## src/source/i3c_timing_pkg.sv

```systemverilog
// Bus-condition constants: threshold width, quiet counter width, bus condition encoding
package i3c_timing_pkg;

  // Threshold inputs, counted in clk_i cycles
  localparam int unsigned T_WIDTH = 20;

  // Quiet-time counter, wide enough that it never wraps before idle
  localparam int unsigned CNT_WIDTH = 32;

  // Zero-extension pad for threshold compares
  localparam int unsigned PAD_WIDTH = CNT_WIDTH - T_WIDTH;

  // Encoded bus condition, ordered by quiet time
  typedef enum logic [1:0] {
    BUS_BUSY  = 2'd0,  // Activity or too short a quiet period
    BUS_FREE  = 2'd1,  // Quiet for at least t_BUF
    BUS_AVAIL = 2'd2,  // Quiet for at least t_AVAL
    BUS_IDLE  = 2'd3   // Quiet for at least t_IDLE
  } bus_cond_e;

endpackage : i3c_timing_pkg

```

## src/source/i3c_arb_pkg.sv

```systemverilog
// Bus-access constants: requester count, requester indices, arbiter state encoding
package i3c_arb_pkg;

  // Peer requesters sharing the bus
  localparam int unsigned NUM_REQ = 2;

  // Bit positions in the request and grant vectors
  localparam int unsigned REQ_XFER = 0;  // Private-transfer engine
  localparam int unsigned REQ_HJ   = 1;  // Hot-join / in-band engine

  // Ownership of the bus
  typedef enum logic [1:0] {
    ARB_IDLE     = 2'd0,  // Nobody owns the bus
    ARB_OWN_XFER = 2'd1,  // Private-transfer engine holds the bus
    ARB_OWN_HJ   = 2'd2   // Hot-join engine holds the bus
  } arb_state_e;

endpackage : i3c_arb_pkg

```

## src/source/bus_monitor.sv

```systemverilog
// Line sampler with START, STOP and edge detection and transaction-active tracking
`timescale 1ns/1ps

module bus_monitor (
  input  logic clk_i,
  input  logic rst_ni,
  input  logic scl_i,          // Sampled SCL level
  input  logic sda_i,          // Sampled SDA level
  output logic line_edge_o,    // Any line changed between stages
  output logic start_det_o,    // SDA fall with SCL high
  output logic stop_det_o,     // SDA rise with SCL high
  output logic xfer_active_o   // Between START and STOP
);

  logic scl_s1, scl_s2;  // Newer and older SCL samples
  logic sda_s1, sda_s2;  // Newer and older SDA samples
  logic xfer_active_q;
  logic scl_high;

  // Two sample stages, reset to the released line level
  always_ff @(posedge clk_i or negedge rst_ni) begin
    if (!rst_ni) begin
      scl_s1 <= 1'b1;
      scl_s2 <= 1'b1;
      sda_s1 <= 1'b1;
      sda_s2 <= 1'b1;
    end else begin
      scl_s1 <= scl_i;   // First stage
      scl_s2 <= scl_s1;  // Second stage
      sda_s1 <= sda_i;
      sda_s2 <= sda_s1;
    end
  end

  // SCL stable high across both stages
  assign scl_high = scl_s1 & scl_s2;

  // Either line differs between stages
  assign line_edge_o = (scl_s1 ^ scl_s2) | (sda_s1 ^ sda_s2);

  // START is SDA going low while SCL stays high
  assign start_det_o = scl_high & sda_s2 & ~sda_s1;

  // STOP is SDA going high while SCL stays high
  assign stop_det_o = scl_high & ~sda_s2 & sda_s1;

  // Transaction in progress from START until STOP
  always_ff @(posedge clk_i or negedge rst_ni) begin
    if (!rst_ni) begin
      xfer_active_q <= 1'b0;
    end else if (start_det_o) begin
      xfer_active_q <= 1'b1;  // Repeated START keeps it set
    end else if (stop_det_o) begin
      xfer_active_q <= 1'b0;
    end
  end

  assign xfer_active_o = xfer_active_q;

  // START and STOP need opposite SDA directions
  a_start_stop_excl : assert property (
    @(posedge clk_i) disable iff (!rst_ni)
    !(start_det_o && stop_det_o)
  ) else $error("START and STOP detected in the same cycle");

endmodule : bus_monitor

```

## src/source/bus_timers.sv

```systemverilog
// Quiet-time counter with free, available and idle threshold compares
`timescale 1ns/1ps

module bus_timers (
  input  logic                           clk_i,
  input  logic                           rst_ni,
  input  logic                           enable_i,           // Count quiet cycles
  input  logic                           restart_counter_i,  // Line activity seen
  input  logic [i3c_timing_pkg::T_WIDTH-1:0] t_bus_free_i,   // t_BUF in cycles
  input  logic [i3c_timing_pkg::T_WIDTH-1:0] t_bus_avail_i,  // t_AVAL in cycles
  input  logic [i3c_timing_pkg::T_WIDTH-1:0] t_bus_idle_i,   // t_IDLE in cycles
  output logic                           bus_busy_o,
  output logic                           bus_free_o,
  output logic                           bus_avail_o,
  output logic                           bus_idle_o
);

  import i3c_timing_pkg::*;

  logic [CNT_WIDTH-1:0] quiet_cnt_q;  // Cycles since last activity
  logic                 enable_q;     // Registered count enable

  // Enable stops once idle so the counter cannot wrap
  always_ff @(posedge clk_i or negedge rst_ni) begin
    if (!rst_ni) begin
      enable_q <= 1'b0;
    end else begin
      enable_q <= enable_i & ~bus_idle_o;
    end
  end

  // Available counts from the start of the free period as well
  always_ff @(posedge clk_i or negedge rst_ni) begin
    if (!rst_ni) begin
      quiet_cnt_q <= '0;
    end else if (restart_counter_i) begin
      quiet_cnt_q <= '0;  // Activity restarts the quiet period
    end else if (enable_q) begin
      quiet_cnt_q <= quiet_cnt_q + 1'b1;
    end
  end

  // Thresholds zero-extended to counter width
  assign bus_free_o  = quiet_cnt_q >= {{PAD_WIDTH{1'b0}}, t_bus_free_i};
  assign bus_avail_o = quiet_cnt_q >= {{PAD_WIDTH{1'b0}}, t_bus_avail_i};
  assign bus_idle_o  = quiet_cnt_q >= {{PAD_WIDTH{1'b0}}, t_bus_idle_i};

  // Busy when no quiet condition holds
  assign bus_busy_o = ~(bus_free_o | bus_avail_o | bus_idle_o);

  a_busy_excl : assert property (
    @(posedge clk_i) disable iff (!rst_ni)
    bus_busy_o == !(bus_free_o || bus_avail_o || bus_idle_o)
  ) else $error("Busy does not match the other bus conditions");

endmodule : bus_timers

```

## src/source/bus_access_arbiter.sv

```systemverilog
// Round-robin bus arbiter for two peers with per-peer bus condition gating
`timescale 1ns/1ps

module bus_access_arbiter (
  input  logic                             clk_i,
  input  logic                             rst_ni,
  input  logic [i3c_arb_pkg::NUM_REQ-1:0] req_i,        // Request levels
  input  logic                             bus_avail_i,  // Gate for XFER
  input  logic                             bus_idle_i,   // Gate for HJ
  output logic [i3c_arb_pkg::NUM_REQ-1:0] gnt_o         // Grant levels, one-hot
);

  import i3c_arb_pkg::*;

  arb_state_e state_q, state_d;
  logic       last_hj_q, last_hj_d;  // HJ owned the bus last
  logic       elig_xfer;
  logic       elig_hj;

  // Each peer needs its own bus condition
  assign elig_xfer = req_i[REQ_XFER] & bus_avail_i;
  assign elig_hj   = req_i[REQ_HJ] & bus_idle_i;

  always_comb begin
    state_d   = state_q;
    last_hj_d = last_hj_q;
    unique case (state_q)
      ARB_IDLE: begin
        if (elig_xfer && elig_hj) begin
          // Both ready, give it to the one that waited
          if (last_hj_q) begin
            state_d   = ARB_OWN_XFER;
            last_hj_d = 1'b0;
          end else begin
            state_d   = ARB_OWN_HJ;
            last_hj_d = 1'b1;
          end
        end else if (elig_xfer) begin
          state_d   = ARB_OWN_XFER;
          last_hj_d = 1'b0;
        end else if (elig_hj) begin
          state_d   = ARB_OWN_HJ;
          last_hj_d = 1'b1;
        end
      end
      ARB_OWN_XFER: begin
        if (!req_i[REQ_XFER]) begin
          state_d = ARB_IDLE;  // Held regardless of bus condition
        end
      end
      ARB_OWN_HJ: begin
        if (!req_i[REQ_HJ]) begin
          state_d = ARB_IDLE;
        end
      end
      default: begin
        state_d = ARB_IDLE;
      end
    endcase
  end

  always_ff @(posedge clk_i or negedge rst_ni) begin
    if (!rst_ni) begin
      state_q   <= ARB_IDLE;
      last_hj_q <= 1'b1;  // XFER wins the first tie
    end else begin
      state_q   <= state_d;
      last_hj_q <= last_hj_d;
    end
  end

  // Grants decoded straight from the owner state
  assign gnt_o[REQ_XFER] = (state_q == ARB_OWN_XFER);
  assign gnt_o[REQ_HJ]   = (state_q == ARB_OWN_HJ);

  a_gnt_onehot : assert property (
    @(posedge clk_i) disable iff (!rst_ni)
    $onehot0(gnt_o)
  ) else $error("More than one grant active");

  // A grant rises only after its peer was eligible
  a_xfer_gated : assert property (
    @(posedge clk_i) disable iff (!rst_ni)
    $rose(gnt_o[REQ_XFER]) |-> $past(req_i[REQ_XFER] && bus_avail_i)
  ) else $error("XFER granted without bus available");

  a_hj_gated : assert property (
    @(posedge clk_i) disable iff (!rst_ni)
    $rose(gnt_o[REQ_HJ]) |-> $past(req_i[REQ_HJ] && bus_idle_i)
  ) else $error("HJ granted without bus idle");

endmodule : bus_access_arbiter

```

## src/source/i3c_bus_ctrl_top.sv

```systemverilog
// Top level joining the bus monitor, bus timers and bus access arbiter
`timescale 1ns/1ps

module i3c_bus_ctrl_top (
  input  logic                               clk_i,
  input  logic                               rst_ni,
  input  logic                               scl_i,
  input  logic                               sda_i,
  input  logic [i3c_timing_pkg::T_WIDTH-1:0] t_bus_free_i,
  input  logic [i3c_timing_pkg::T_WIDTH-1:0] t_bus_avail_i,
  input  logic [i3c_timing_pkg::T_WIDTH-1:0] t_bus_idle_i,
  input  logic                               timers_en_i,  // Software timer enable
  input  logic                               req_xfer_i,   // Private-transfer request
  input  logic                               req_hj_i,     // Hot-join request
  output logic                               start_det_o,
  output logic                               stop_det_o,
  output i3c_timing_pkg::bus_cond_e          bus_cond_o,
  output logic                               gnt_xfer_o,
  output logic                               gnt_hj_o
);

  import i3c_timing_pkg::*;
  import i3c_arb_pkg::*;

  logic               line_edge;
  logic               xfer_active;
  logic               timers_en;
  logic               bus_busy, bus_free, bus_avail, bus_idle;
  logic [NUM_REQ-1:0] req;
  logic [NUM_REQ-1:0] gnt;

  bus_monitor i_monitor (
    .clk_i         (clk_i),
    .rst_ni        (rst_ni),
    .scl_i         (scl_i),
    .sda_i         (sda_i),
    .line_edge_o   (line_edge),
    .start_det_o   (start_det_o),
    .stop_det_o    (stop_det_o),
    .xfer_active_o (xfer_active)
  );

  // No quiet counting inside a transaction
  assign timers_en = timers_en_i & ~xfer_active;

  bus_timers i_timers (
    .clk_i             (clk_i),
    .rst_ni            (rst_ni),
    .enable_i          (timers_en),
    .restart_counter_i (line_edge),  // Any edge restarts the quiet period
    .t_bus_free_i      (t_bus_free_i),
    .t_bus_avail_i     (t_bus_avail_i),
    .t_bus_idle_i      (t_bus_idle_i),
    .bus_busy_o        (bus_busy),
    .bus_free_o        (bus_free),
    .bus_avail_o       (bus_avail),
    .bus_idle_o        (bus_idle)
  );

  // Busy excludes the rest, then longest quiet wins
  always_comb begin
    if (bus_busy) begin
      bus_cond_o = BUS_BUSY;
    end else if (bus_idle) begin
      bus_cond_o = BUS_IDLE;
    end else if (bus_avail) begin
      bus_cond_o = BUS_AVAIL;
    end else begin
      bus_cond_o = BUS_FREE;
    end
  end

  assign req[REQ_XFER] = req_xfer_i;
  assign req[REQ_HJ]   = req_hj_i;

  bus_access_arbiter i_arbiter (
    .clk_i       (clk_i),
    .rst_ni      (rst_ni),
    .req_i       (req),
    .bus_avail_i (bus_avail),
    .bus_idle_i  (bus_idle),
    .gnt_o       (gnt)
  );

  assign gnt_xfer_o = gnt[REQ_XFER];
  assign gnt_hj_o   = gnt[REQ_HJ];

endmodule : i3c_bus_ctrl_top

```

## config.mk

```make
export PLATFORM = sky130hd
export DESIGN_NAME = i3c_bus_ctrl_top
export DESIGN_NICKNAME = d
export VERILOG_FILES = /design/src/source/i3c_timing_pkg.sv /design/src/source/i3c_arb_pkg.sv /design/src/source/bus_monitor.sv /design/src/source/bus_timers.sv /design/src/source/bus_access_arbiter.sv /design/src/source/i3c_bus_ctrl_top.sv
export SDC_FILE = /design/constraint.sdc
export NUM_CORES = 1
export LEC_CHECK = 0
export ABC_AREA = 1
export BUFFER_PORTS_ARGS = -buffer_cell sky130_fd_sc_hd__buf_4
export CORE_ASPECT_RATIO = 0.7
export CORE_MARGIN = 1.5
export CORE_UTILIZATION = 52
export DETAILED_ROUTE_END_ITERATION = 10
export PLACE_DENSITY = 0.78
export SLEW_MARGIN = 20
export SYNTH_ARGS = -nofsm -noshare
export SYNTH_HDL_FRONTEND = slang
export SYNTH_HIERARCHICAL = 1
export SYNTH_SLANG_ARGS = --single-unit
```

## constraint.sdc

```tcl
create_clock -name clk_i -period 2.2 [get_ports clk_i]
set_input_delay 0.44 -clock clk_i [delete_from_list [all_inputs] [get_ports clk_i]]
set_output_delay 0.44 -clock clk_i [all_outputs]
set_load 0.1 [all_outputs]
```

Word-level counts from Yosys, hierarchy flattened
Cells that the tools add are included.

storage, ports and cells
  register bits after elaboration = 41
  bits of input ports = 67
  output and inout port bits = 6
  logic and storage cells = 61

cells by class
  add/sub/neg operators = 1
  order comparisons = 3
  equal/unequal tests = 5
  mux-type cells = 18
  bitwise logic cells = 18
  reductions and logical operators = 7

operators with widths
  operator                 number
  $ge A32 B20 Y1           3
  $mux W32                 2
  $add A32 B1 Y32 const B  1
  $mux W2                  9
  $and A1 B1 Y1            9
  $mux W1                  6
  $pmux W2 S3              1
  $ne A2 B2 Y1 const B     2
  $ne A4 B1 Y1 const B     1
  $not A1 Y1               4
  $reduce_bool A2 Y1       2
  $or A1 B1 Y1             3
  $reduce_and A3 Y1        1
  $reduce_bool A3 Y1       1
  $eq A2 B1 Y1 const B     1
  $eq A2 B2 Y1 const B     1
  $logic_not A2 Y1         1
  $reduce_and A2 Y1        1
  $xor A1 B1 Y1            2
  $logic_and A1 B1 Y1      1

Longest topological paths before layout
Gate-level depths: netlist of the first run.

  depth in word-level cells = 6
  mapped depth = 18
  depth with buffers taken out = 18

Cells and area by module
The synthesis of the first run kept the hierarchy.

modules (own cells, without submodules)
  module              instances  cells each  area each (um^2)  sequential area each (um^2)
  bus_timers          1          530         3607.2            825.8
  bus_monitor         1          17          187.7             130.1
  bus_access_arbiter  1          25          171.4             76.3
  i3c_bus_ctrl_top    1          6           27.5              0.0

Worst setup path after synthesis of the first run
Ideal clock, no wire load.

  kind = register to output
  start point = register i_timers.quiet_cnt_q[15]
  end point = output bus_cond_o[1]
  arrival = 2.738 ns
  slack = -0.978 ns
  cell stages (with the launch flop) = 12
  buffers on the path = 0
  cells stage by stage = dfrtp_1 ha_1 nand2_1 inv_1 nand3_1 nor2_1 nand2_1 nand2_1 nand2_1 nand3_1 nor2_1 nor2_1

on the way
  elaborated cells between the ends (all ways) = 8
  those cells by class = order compare (3); mux (3); bitwise (2)

RTL lines
  element                                         line                                      text
  start: declaration                              bus_timers.sv:20                          logic [CNT_WIDTH-1:0] quiet_cnt_q;
  start signal: assignment                        bus_timers.sv:39                          quiet_cnt_q <= quiet_cnt_q + 1'b1;
  $ge A32 B20 Y1 (*)                              bus_timers.sv:46                          assign bus_idle_o = quiet_cnt_q >= {{PAD_WIDTH{1'b0}}, t_bus_idle_i};
  via bus_idle                                    i3c_bus_ctrl_top.sv:28                    logic bus_busy, bus_free, bus_avail, bus_idle;
  $mux W2 / $or A1 B1 Y1 (equally long branches)  i3c_bus_ctrl_top.sv:64, bus_timers.sv:49
  $mux W2 (*)                                     i3c_bus_ctrl_top.sv:62                    if (bus_busy) begin
  end: declaration                                i3c_bus_ctrl_top.sv:17                    output i3c_timing_pkg::bus_cond_e bus_cond_o,

Mark *: on every way through the listed nets, which the timed path passes. The rest lies on a longest branch.

Worst setup path in the final report of the first run
  start point = register i_timers.quiet_cnt_q[6]
  end point = output bus_cond_o[1]

on the way
  longest elaborated chain between the ends = 4
  elaborated cells between the ends (all ways) = 8
  those cells by class = order compare (3); mux (3); bitwise (2)

ends and longest elaborated chain
  element                                         line                                      text
  $ge A32 B20 Y1 (*)                              bus_timers.sv:45                          assign bus_avail_o = quiet_cnt_q >= {{PAD_WIDTH{1'b0}}, t_bus_avail_i};
  via bus_avail                                   i3c_bus_ctrl_top.sv:28
  $mux W2 / $or A1 B1 Y1 (equally long branches)  i3c_bus_ctrl_top.sv:66, bus_timers.sv:49
  $mux W2 / $or A1 B1 Y1 (equally long branches)  i3c_bus_ctrl_top.sv:64, bus_timers.sv:49
  $mux W2 (*)                                     i3c_bus_ctrl_top.sv:62

Marks and branches as above.

==> results of run 1 <==
state kept, by name, summed over array words and instances, names as in the netlist:
signal,cells
i_arbiter/last_hj_q,1
i_timers/enable_q,1
i_arbiter/state_q,2
i_monitor/scl_s1,1
i_monitor/scl_s2,1
i_monitor/sda_s2,1
i_timers/quiet_cnt_q,32
i_monitor/xfer_active_o,1
i_monitor/sda_s1,1
layout by cell type, fill, tap and decap left out, types with 3 or more instances in the layout:
cell and instances:
sky130_fd_sc_hd__buf_4 136, sky130_fd_sc_hd__dfrtp_1 29, sky130_fd_sc_hd__clkbuf_8 5, sky130_fd_sc_hd__nand2_1 110
sky130_fd_sc_hd__nor2_2 9, sky130_fd_sc_hd__buf_12 3, sky130_fd_sc_hd__o21ai_1 5, sky130_fd_sc_hd__nand3_1 23
sky130_fd_sc_hd__a21oi_2 7, sky130_fd_sc_hd__nor2_1 47, sky130_fd_sc_hd__dfstp_2 5, sky130_fd_sc_hd__nor4_1 3
sky130_fd_sc_hd__nand2_2 16, sky130_fd_sc_hd__ha_4 16, sky130_fd_sc_hd__inv_2 8, sky130_fd_sc_hd__a21oi_1 33
sky130_fd_sc_hd__nand3_2 4, sky130_fd_sc_hd__nor2_4 10, sky130_fd_sc_hd__a21o_1 3, sky130_fd_sc_hd__o21ai_0 23
sky130_fd_sc_hd__inv_1 107, sky130_fd_sc_hd__nor3_1 15, sky130_fd_sc_hd__ha_1 46, sky130_fd_sc_hd__dfrtp_2 7
sky130_fd_sc_hd__nand4_1 22
worst paths after layout:
kind                                                     start                                   end  slack, ps  cells past startpoint
setup / recovery           i_timers/quiet_cnt_q[6]$_DFFE_PN0P_                         bus_cond_o[1]       -490                     13
hold / removal                                          rst_ni      i_arbiter/state_q[0]$_DFFE_PN0P_        110                      1
setup reg to reg                    i_monitor/scl_s1$_DFF_PN1_  i_timers/quiet_cnt_q[13]$_DFFE_PN0P_       -180                     11
hold reg to reg                     i_monitor/scl_s1$_DFF_PN1_            i_monitor/scl_s2$_DFF_PN1_        370                      0
max in group asynchronous                               rst_ni   i_timers/quiet_cnt_q[1]$_DFFE_PN0P_       1690                      1
min in group clk_i                                       scl_i            i_monitor/scl_s1$_DFF_PN1_        250                      1
power by group through the flow:
stage / sequential [W] / clock (W) / combinational [W]
floorplan: 0.000790 / 0 / 0.000152
global placement: 0.000798 / 0 / 0.000295
detailed placement: 0.000799 / 0 / 0.000305
CTS: 0.000785 / 0.000513 / 0.000326
global route: 0.000788 / 0.000543 / 0.000396
finish: 0.000786 / 0.000514 / 0.000356
routing by layer:
metal | share of wire | global-route usage | wire length [um] | up-vias
met2 | 0.45 | 0.470 | 5780 | 264
met5 | 0 | 0 | 0 | -
met3 | 0.082 | 0.0453 | 1040 | 75
met1 | 0.42 | 0.399 | 5390 | 2101
met4 | 0.039 | 0.0934 | 495 | 0
li1 | - | - | - | 2172
metrics by stage:
| stage | setup slack [ps] | utilization | power, W |
|---|---|---|---|
| 2_1_floorplan | -173 | - | 0.000941 |
| 5_1_grt | -566 | 0.770 | 0.00173 |
| 4_1_cts | -465 | 0.743 | 0.00162 |
| 6_report | -488 | 0.770 | 0.00166 |
| 3_5_place_dp | -393 | 0.699 | 0.00110 |
| 3_3_place_gp | -354 | 0.699 | 0.00109 |
critical path, delay by kind of cell (launching register included):
kind                       cells  cell delay, ps
AOI/OAI and AO/OA              1             150
adders and majority gates      1             280
buffers and inverters          3             380
DFF                            1             390
and+or+nand+nor                8             750
area by class of cell:
class	count	area, um^2
multi-input combinational	415	2870
timing repair buffer	141	1100
fill	494	1690
tap	98	123
clock buffer	5	68.8
sequential	41	1040
inverter	117	439
clock inverter	3	17.5
what timing repair did:
item / CTS / global route
endpoints found under the setup margin: 2 / 8
resized for setup: 41 / 26
setup buffers: 4 / 7
pin swaps: 16 / 16
hold endpoints to repair: 0 / 0
==> summary.md, run 1 <==
| Metric | Value |
|---|---|
| Tightest Hold Check Type | in2async |
| H-tree Lvls | 2 |
| Routed vias/inst | 5.62 |
| Number of antenna violations at the first check in global routing | 0 |
| Clock buffer count from CTS | 5 |
| Gpl congestion | 0.899 |
| Part of the total power dissipated in sequential elements | 0.475 |
| Row count | 26 |
| Length of the first detailed-routing pass in iterations | 7 |
| # clock sinks | 41 |
| Number of endpoints with negative hold slack in the final report | 0 |
| Area inside the core boundary | 7350 um^2 |
| Clock latency on the worst-skew pair | 310 ps |
| Placed wire-length estimate | 8.69 mm |
| Yosys Warn Count | 6 |
| WHS | 108 ps |
| Leakage dissipation | 2.99 nW |
| P&R area growth vs syn | 41.9% |
| Ant diodes | 0 |
| Maximum number of pins on one net before global-route repair | 42 |
| Per-cell routed wire length | 15.5 um |
| Worst clock skew on the final layout | 14.9 ps |
| Die Height | 76.3 um |
| Relative slew margins | 0.641 |
| Via count | 4,612 |
| Max-Cap Viols | 0 |
| Fraction of layout cells with a size suffix above 1 | 0.341 |
| All-layer global routing usage | 0.291 |
| Total die area | 8220 um^2 |
| Internal power of the cells | 0.00116 W |
| Routed wire length | 12.7 mm |
| Measured slew at the worst slew-check pin | 538 ps |
| Period utilization | 1.22 |
| Setup TNS Final | -1340 ps |
| Post-route standard cell area excluding fillers | 5660 um^2 |
| Clock network fraction of design power | 0.310 |
| Net switching power | 0.000496 W |
| Cell with the biggest individual delay on the critical path | sky130_fd_sc_hd__dfrtp_1 |
| Iteration-0 DRC count of the detailed router | 520 |
| Grt ovf | 0 |
| Final cell count without fillers | 820 |
| # placed instances | 801 |
| Clock Pin Slew Worst Setup and Hold Paths | 90 ps |
| Run status | finished, violations left |
| Post-layout worst setup margin | -488 ps |
| Net Sw Frac | 0.299 |
| Mapped Avg Cell Area | 6.92 um^2 |
| Number of nets produced by synthesis | 706 |
| CP required | 1760 ps |
| Hold buffer count at CTS | 0 |
| Summed instance area of the synthesized netlist | 3990 um^2 |
| Initial core utilization | 0.543 |
| Clock tree root buffer cell | sky130_fd_sc_hd__clkbuf_8 |
| Peak VDD IR | 0.292 mV |
| WP data arrival | 2250 ps |
| Crit path launch type | flop |
| TritonCTS clock tree | yes |
| Unrepaired setup endpoints after global routing | yes |
| Post-route ant nets | 0 |
| Number of global-route vias before repair | 4,223 |
| Fin crit period | 2690 ps |
| Kind of critical path | reg2out |
| Top fanout value on the critical path | 3 |
| Mapped Cells | 577 |
| Achievable clock frequency | 0.372 GHz |
| Die span in x | 108 um |
| Setup crit end kind | primary output |
| Stage delay of the slowest cell on the critical path | 390 ps |
| DRC violation count after routing | 0 |
| Violated checks | setup timing |
| Max clock buf depth | 2 |
| Wire length of the first global-routing pass | 19.3 mm |
| Part of the total power dissipated in combinational logic | 0.215 |
| Instance area after placement | 5140 um^2 |
| Net count, final | 850 |
| Io pins | 73 |
| Ordered cell list for the critical path | buf_4 > ha_1 > nand2_2 > nor2_1 > nor2_2 > nand3_2 > nand2_1 > nand2_2 > a21oi_4 > inv_2 > nor2_2 > nor2_4 > buf_12 |
| Slew Limit Fails | 0 |
| PortBufs | 72 |
| Final setup violation count | 6 |
| Total power density per cell area | 293 nW/um^2 |
(Power assumes the default switching activity.)
==> inputs of run 2 (changes only) <==
Settings changed: CORE_UTILIZATION 52 to 57, PLACE_DENSITY 0.78 to 0.81, RECOVER_POWER set to 100.
Clock period 2.2 ns to 2.6 ns, I/O delays scaled along.
==> run 2 against run 1 <==
Compared with the run above: the run ends with capacitance limit, slew limit, setup timing left; flip-flop and latch count did not move; setup slack gained 220 ps; clock power is 5.8% higher; largest power group unchanged; highest routed layer unchanged.
==> summary.md, run 2 (synthesized netlist as in run 1, its figures left out) <==
| Metric | Value |
|---|---|
| Run status | finished, violations left |
| Violated checks | capacitance limit, slew limit, setup timing |
| Io pins | 73 (unchanged) |
| Slew Limit Fails | 42 (+42) |
| Multi-input gate area | 2850 um^2 (-0.57%) |
| Total die area | 7520 um^2 (-8.5%) |
| Part of the total power dissipated in combinational logic | 0.191 (-0.024) |
| Wire length of the first global-routing pass | 17.8 mm (-7.6%) |
| Max-Cap Viols | 1 (+1) |
| H-tree Lvls | 2 (unchanged) |
| Die Height | 73 um (-4.3%) |
| Net count, final | 825 (-2.9%) |
| Net Sw Frac | 0.269 (-0.0305) |
| Area inside the core boundary | 6760 um^2 (-8.1%) |
| FILL cells | 463 (-6.3%) |
| Setup TNS Final | -753 ps (+591 ps) |
| Post-layout worst setup margin | -271 ps (+217 ps) |
| Gpl congestion | 0.907 (+0.88%) |
| TritonCTS clock tree | yes |
| Post-route standard cell area excluding fillers | 5440 um^2 (-3.9%) |
| Period utilization | 1.10 |
| Worst clock skew on the final layout | 4.99 ps (-9.91 ps) |
| Clock Pin Slew Worst Setup and Hold Paths | 80 ps (about the same) |
| Row count | 25 (-3.8%) |
| Length of the first detailed-routing pass in iterations | 5 (-2) |
| Achievable clock frequency | 0.348 GHz |
| Top fanout value on the critical path | 4 (+1) |
| CP required | 2080 ps (+320 ps) |
| Ordered cell list for the critical path | ha_1 > a21oi_1 > o21ai_0 > a21oi_1 > nand2_2 > a21oi_2 > nand2_2 > nor2_4 > a21oi_4 > buf_12 |
| Via count | 4,442 (-3.7%) |
| All-layer global routing usage | 0.305 (+0.0144) |
| Tightest Hold Check Type | in2reg |
| Kind of critical path | reg2out |
| Leakage dissipation | 2.85 nW (-4.9%) |
| Setup crit end kind | primary output |
| Instance area after placement | 4930 um^2 (-4.1%) |
| Worst setup path start | i_timers/quiet_cnt_q[15]$_DFFE_PN0P_ |
| Most frequent cells in the layout | 109 x sky130_fd_sc_hd__nand2_1, 107 x sky130_fd_sc_hd__inv_1, 104 x sky130_fd_sc_hd__buf_4, 53 x sky130_fd_sc_hd__nor2_1, 45 x sky130_fd_sc_hd__ha_1 |
| Relative slew margins | -0.434 (-1.08) |
| Die span in x | 103 um (-4.4%) |
| Largest register by flop count | i_timers/quiet_cnt_q |
| Registers with the most flip-flops | i_timers/quiet_cnt_q x32, i_arbiter/state_q x2 |
| WHS | 319 ps (+211 ps) |
| Max clock buf depth | 2 (unchanged) |
| Placed wire-length estimate | 8.57 mm (-1.5%) |
| Internal power of the cells | 0.00109 W (-5.9%) |
| Number of antenna violations at the first check in global routing | 0 (unchanged) |
| Ant diodes | 0 (unchanged) |
| Fraction of layout cells with a size suffix above 1 | 0.308 (-0.0323) |
| Total power density per cell area | 274 nW/um^2 (-6.2%) |
| Maximum number of pins on one net before global-route repair | 42 (unchanged) |
| Buffers plus inverters on the worst setup path | 1 (-2) |
| Most common cell after layout, fill and taps aside | sky130_fd_sc_hd__nand2_1 |
| Routed wire length | 12.3 mm (-3.2%) |
| Number of endpoints with negative hold slack in the final report | 0 (unchanged) |
| Cell with the biggest individual delay on the critical path | sky130_fd_sc_hd__dfrtp_2 |
| Measured slew at the worst slew-check pin | 2150 ps (+1610 ps) |
| Part of the total power dissipated in sequential elements | 0.444 (-0.031) |
| Number of global-route vias before repair | 4,037 (-4.4%) |
| Clock latency on the worst-skew pair | 310 ps (about the same) |
| WP data arrival | 2350 ps (+100 ps) |
| # clock sinks | 41 (unchanged) |
| Crit path launch type | flop |
| Flip-flop count of the largest register, all copies and words added | 32 (unchanged) |
| Clock tree root buffer cell | sky130_fd_sc_hd__clkbuf_8 |
| Power consumption | 0.00149 W (-9.9%) |
| Beginning of the worst register-to-register path | i_monitor/scl_s1$_DFF_PN1_ |
| DRC violation count after routing | 0 (unchanged) |
| P&R area growth vs syn | 36.4% |
| Clock network fraction of design power | 0.364 (+0.054) |
| Peak VDD IR | 0.211 mV (-28%) |
| PortBufs | 72 (unchanged) |
| Initial core utilization | 0.591 (+0.0478) |
| Unrepaired setup endpoints after global routing | yes |
| Area used by sequential logic in the layout | 1050 um^2 (+0.60%) |
| Net switching power | 0.000401 W (-19%) |
| Kind of cell adding the most delay to the critical path | compound AO/OA/AOI/OAI gates |
| Final setup violation count | 4 (-2) |
| Clock buffer count from CTS | 5 (unchanged) |
| Stage delay of the slowest cell on the critical path | 470 ps (+80 ps) |
| Fin crit period | 2870 ps |
| Iteration-0 DRC count of the detailed router | 374 (-28%) |
| Fraction of the core area covered by cells at the end of the flow | 0.806 (+0.0355) |
| Post-route ant nets | 0 (unchanged) |
| Hold wc startpoint | scl_i |
| Grt ovf | 0 (unchanged) |
| Routed vias/inst | 5.62 (-0.15%) |
| Per-cell routed wire length | 15.6 um (+0.38%) |
[run 2: cell types whose count changed in the layout (fill, tap and decap cells not counted), sizes merged]
| cell | previous run | this run |
|---|---|---|
| bufinv | 0 | 1 |
| clkbuf | 5 | 17 |
| buf | 141 | 106 |
| clkinv | 4 | 2 |
| clkinvlp | 1 | 0 |
[run 2: path summary, 6_finish.rpt]
path	to	slack, ps	cells past startpoint
setup reg to reg	i_timers/quiet_cnt_q[6]$_DFFE_PN0P_	-160	10
min in group asynchronous	i_arbiter/state_q[0]$_DFFE_PN0P_	830	1
max in group asynchronous	i_timers/quiet_cnt_q[1]$_DFFE_PN0P_	370	1
hold / removal	i_monitor/scl_s1$_DFF_PN1_	320	1
hold reg to reg	i_monitor/scl_s2$_DFF_PN1_	370	0
setup / recovery	bus_cond_o[0]	-270	10
[run 2: per-stage QoR]
step / setup WS [ps] / cells
final: -271 / 791
after CTS: -165 / 787
after detailed placement: -221 / 776
after floorplan: 7.87 / 577
after global routing: -377 / 791
after global placement: -170 / 776
[run 2: what timing repair did]
action | in CTS | in global routing
pin swaps | 14 | 19
endpoints found under the setup margin | 2 | 2
buffers inserted | 4 | 4
hold buffers | 0 | 0
gates resized for setup | 35 | 46
[run 2: routing by layer]
metal / vias up / part of all wire / GRT usage
met5: - / 0 / 0
met4: 0 / 0.029 / 0.104
met3: 46 / 0.081 / 0.0527
met2: 221 / 0.47 / 0.510
met1: 2047 / 0.42 / 0.402
li1: 2128 / - / -
[run 2: area by class of cell]
| cell class | instances | share of cell area |
|---|---|---|
| multi-input cells | 415 | 0.524 |
| well taps | 94 | 0.0216 |
| inverters | 117 | 0.0807 |
| clock inverters | 1 | 0.00552 |
| clock buffers | 7 | 0.0159 |
| repair buffers | 116 | 0.160 |
| flip-flops and latches | 41 | 0.192 |
[run 2: power groups by stage]
stage / sequential [W] / clock (W) / combinational (W)
after global routing: 0.000665 / 0.000569 / 0.000317
after detailed placement: 0.000677 / 0 / 0.000251
after floorplan: 0.000668 / 0 / 0.000127
after CTS: 0.000665 / 0.000544 / 0.000259
final: 0.000664 / 0.000544 / 0.000286
after global placement: 0.000676 / 0 / 0.000239
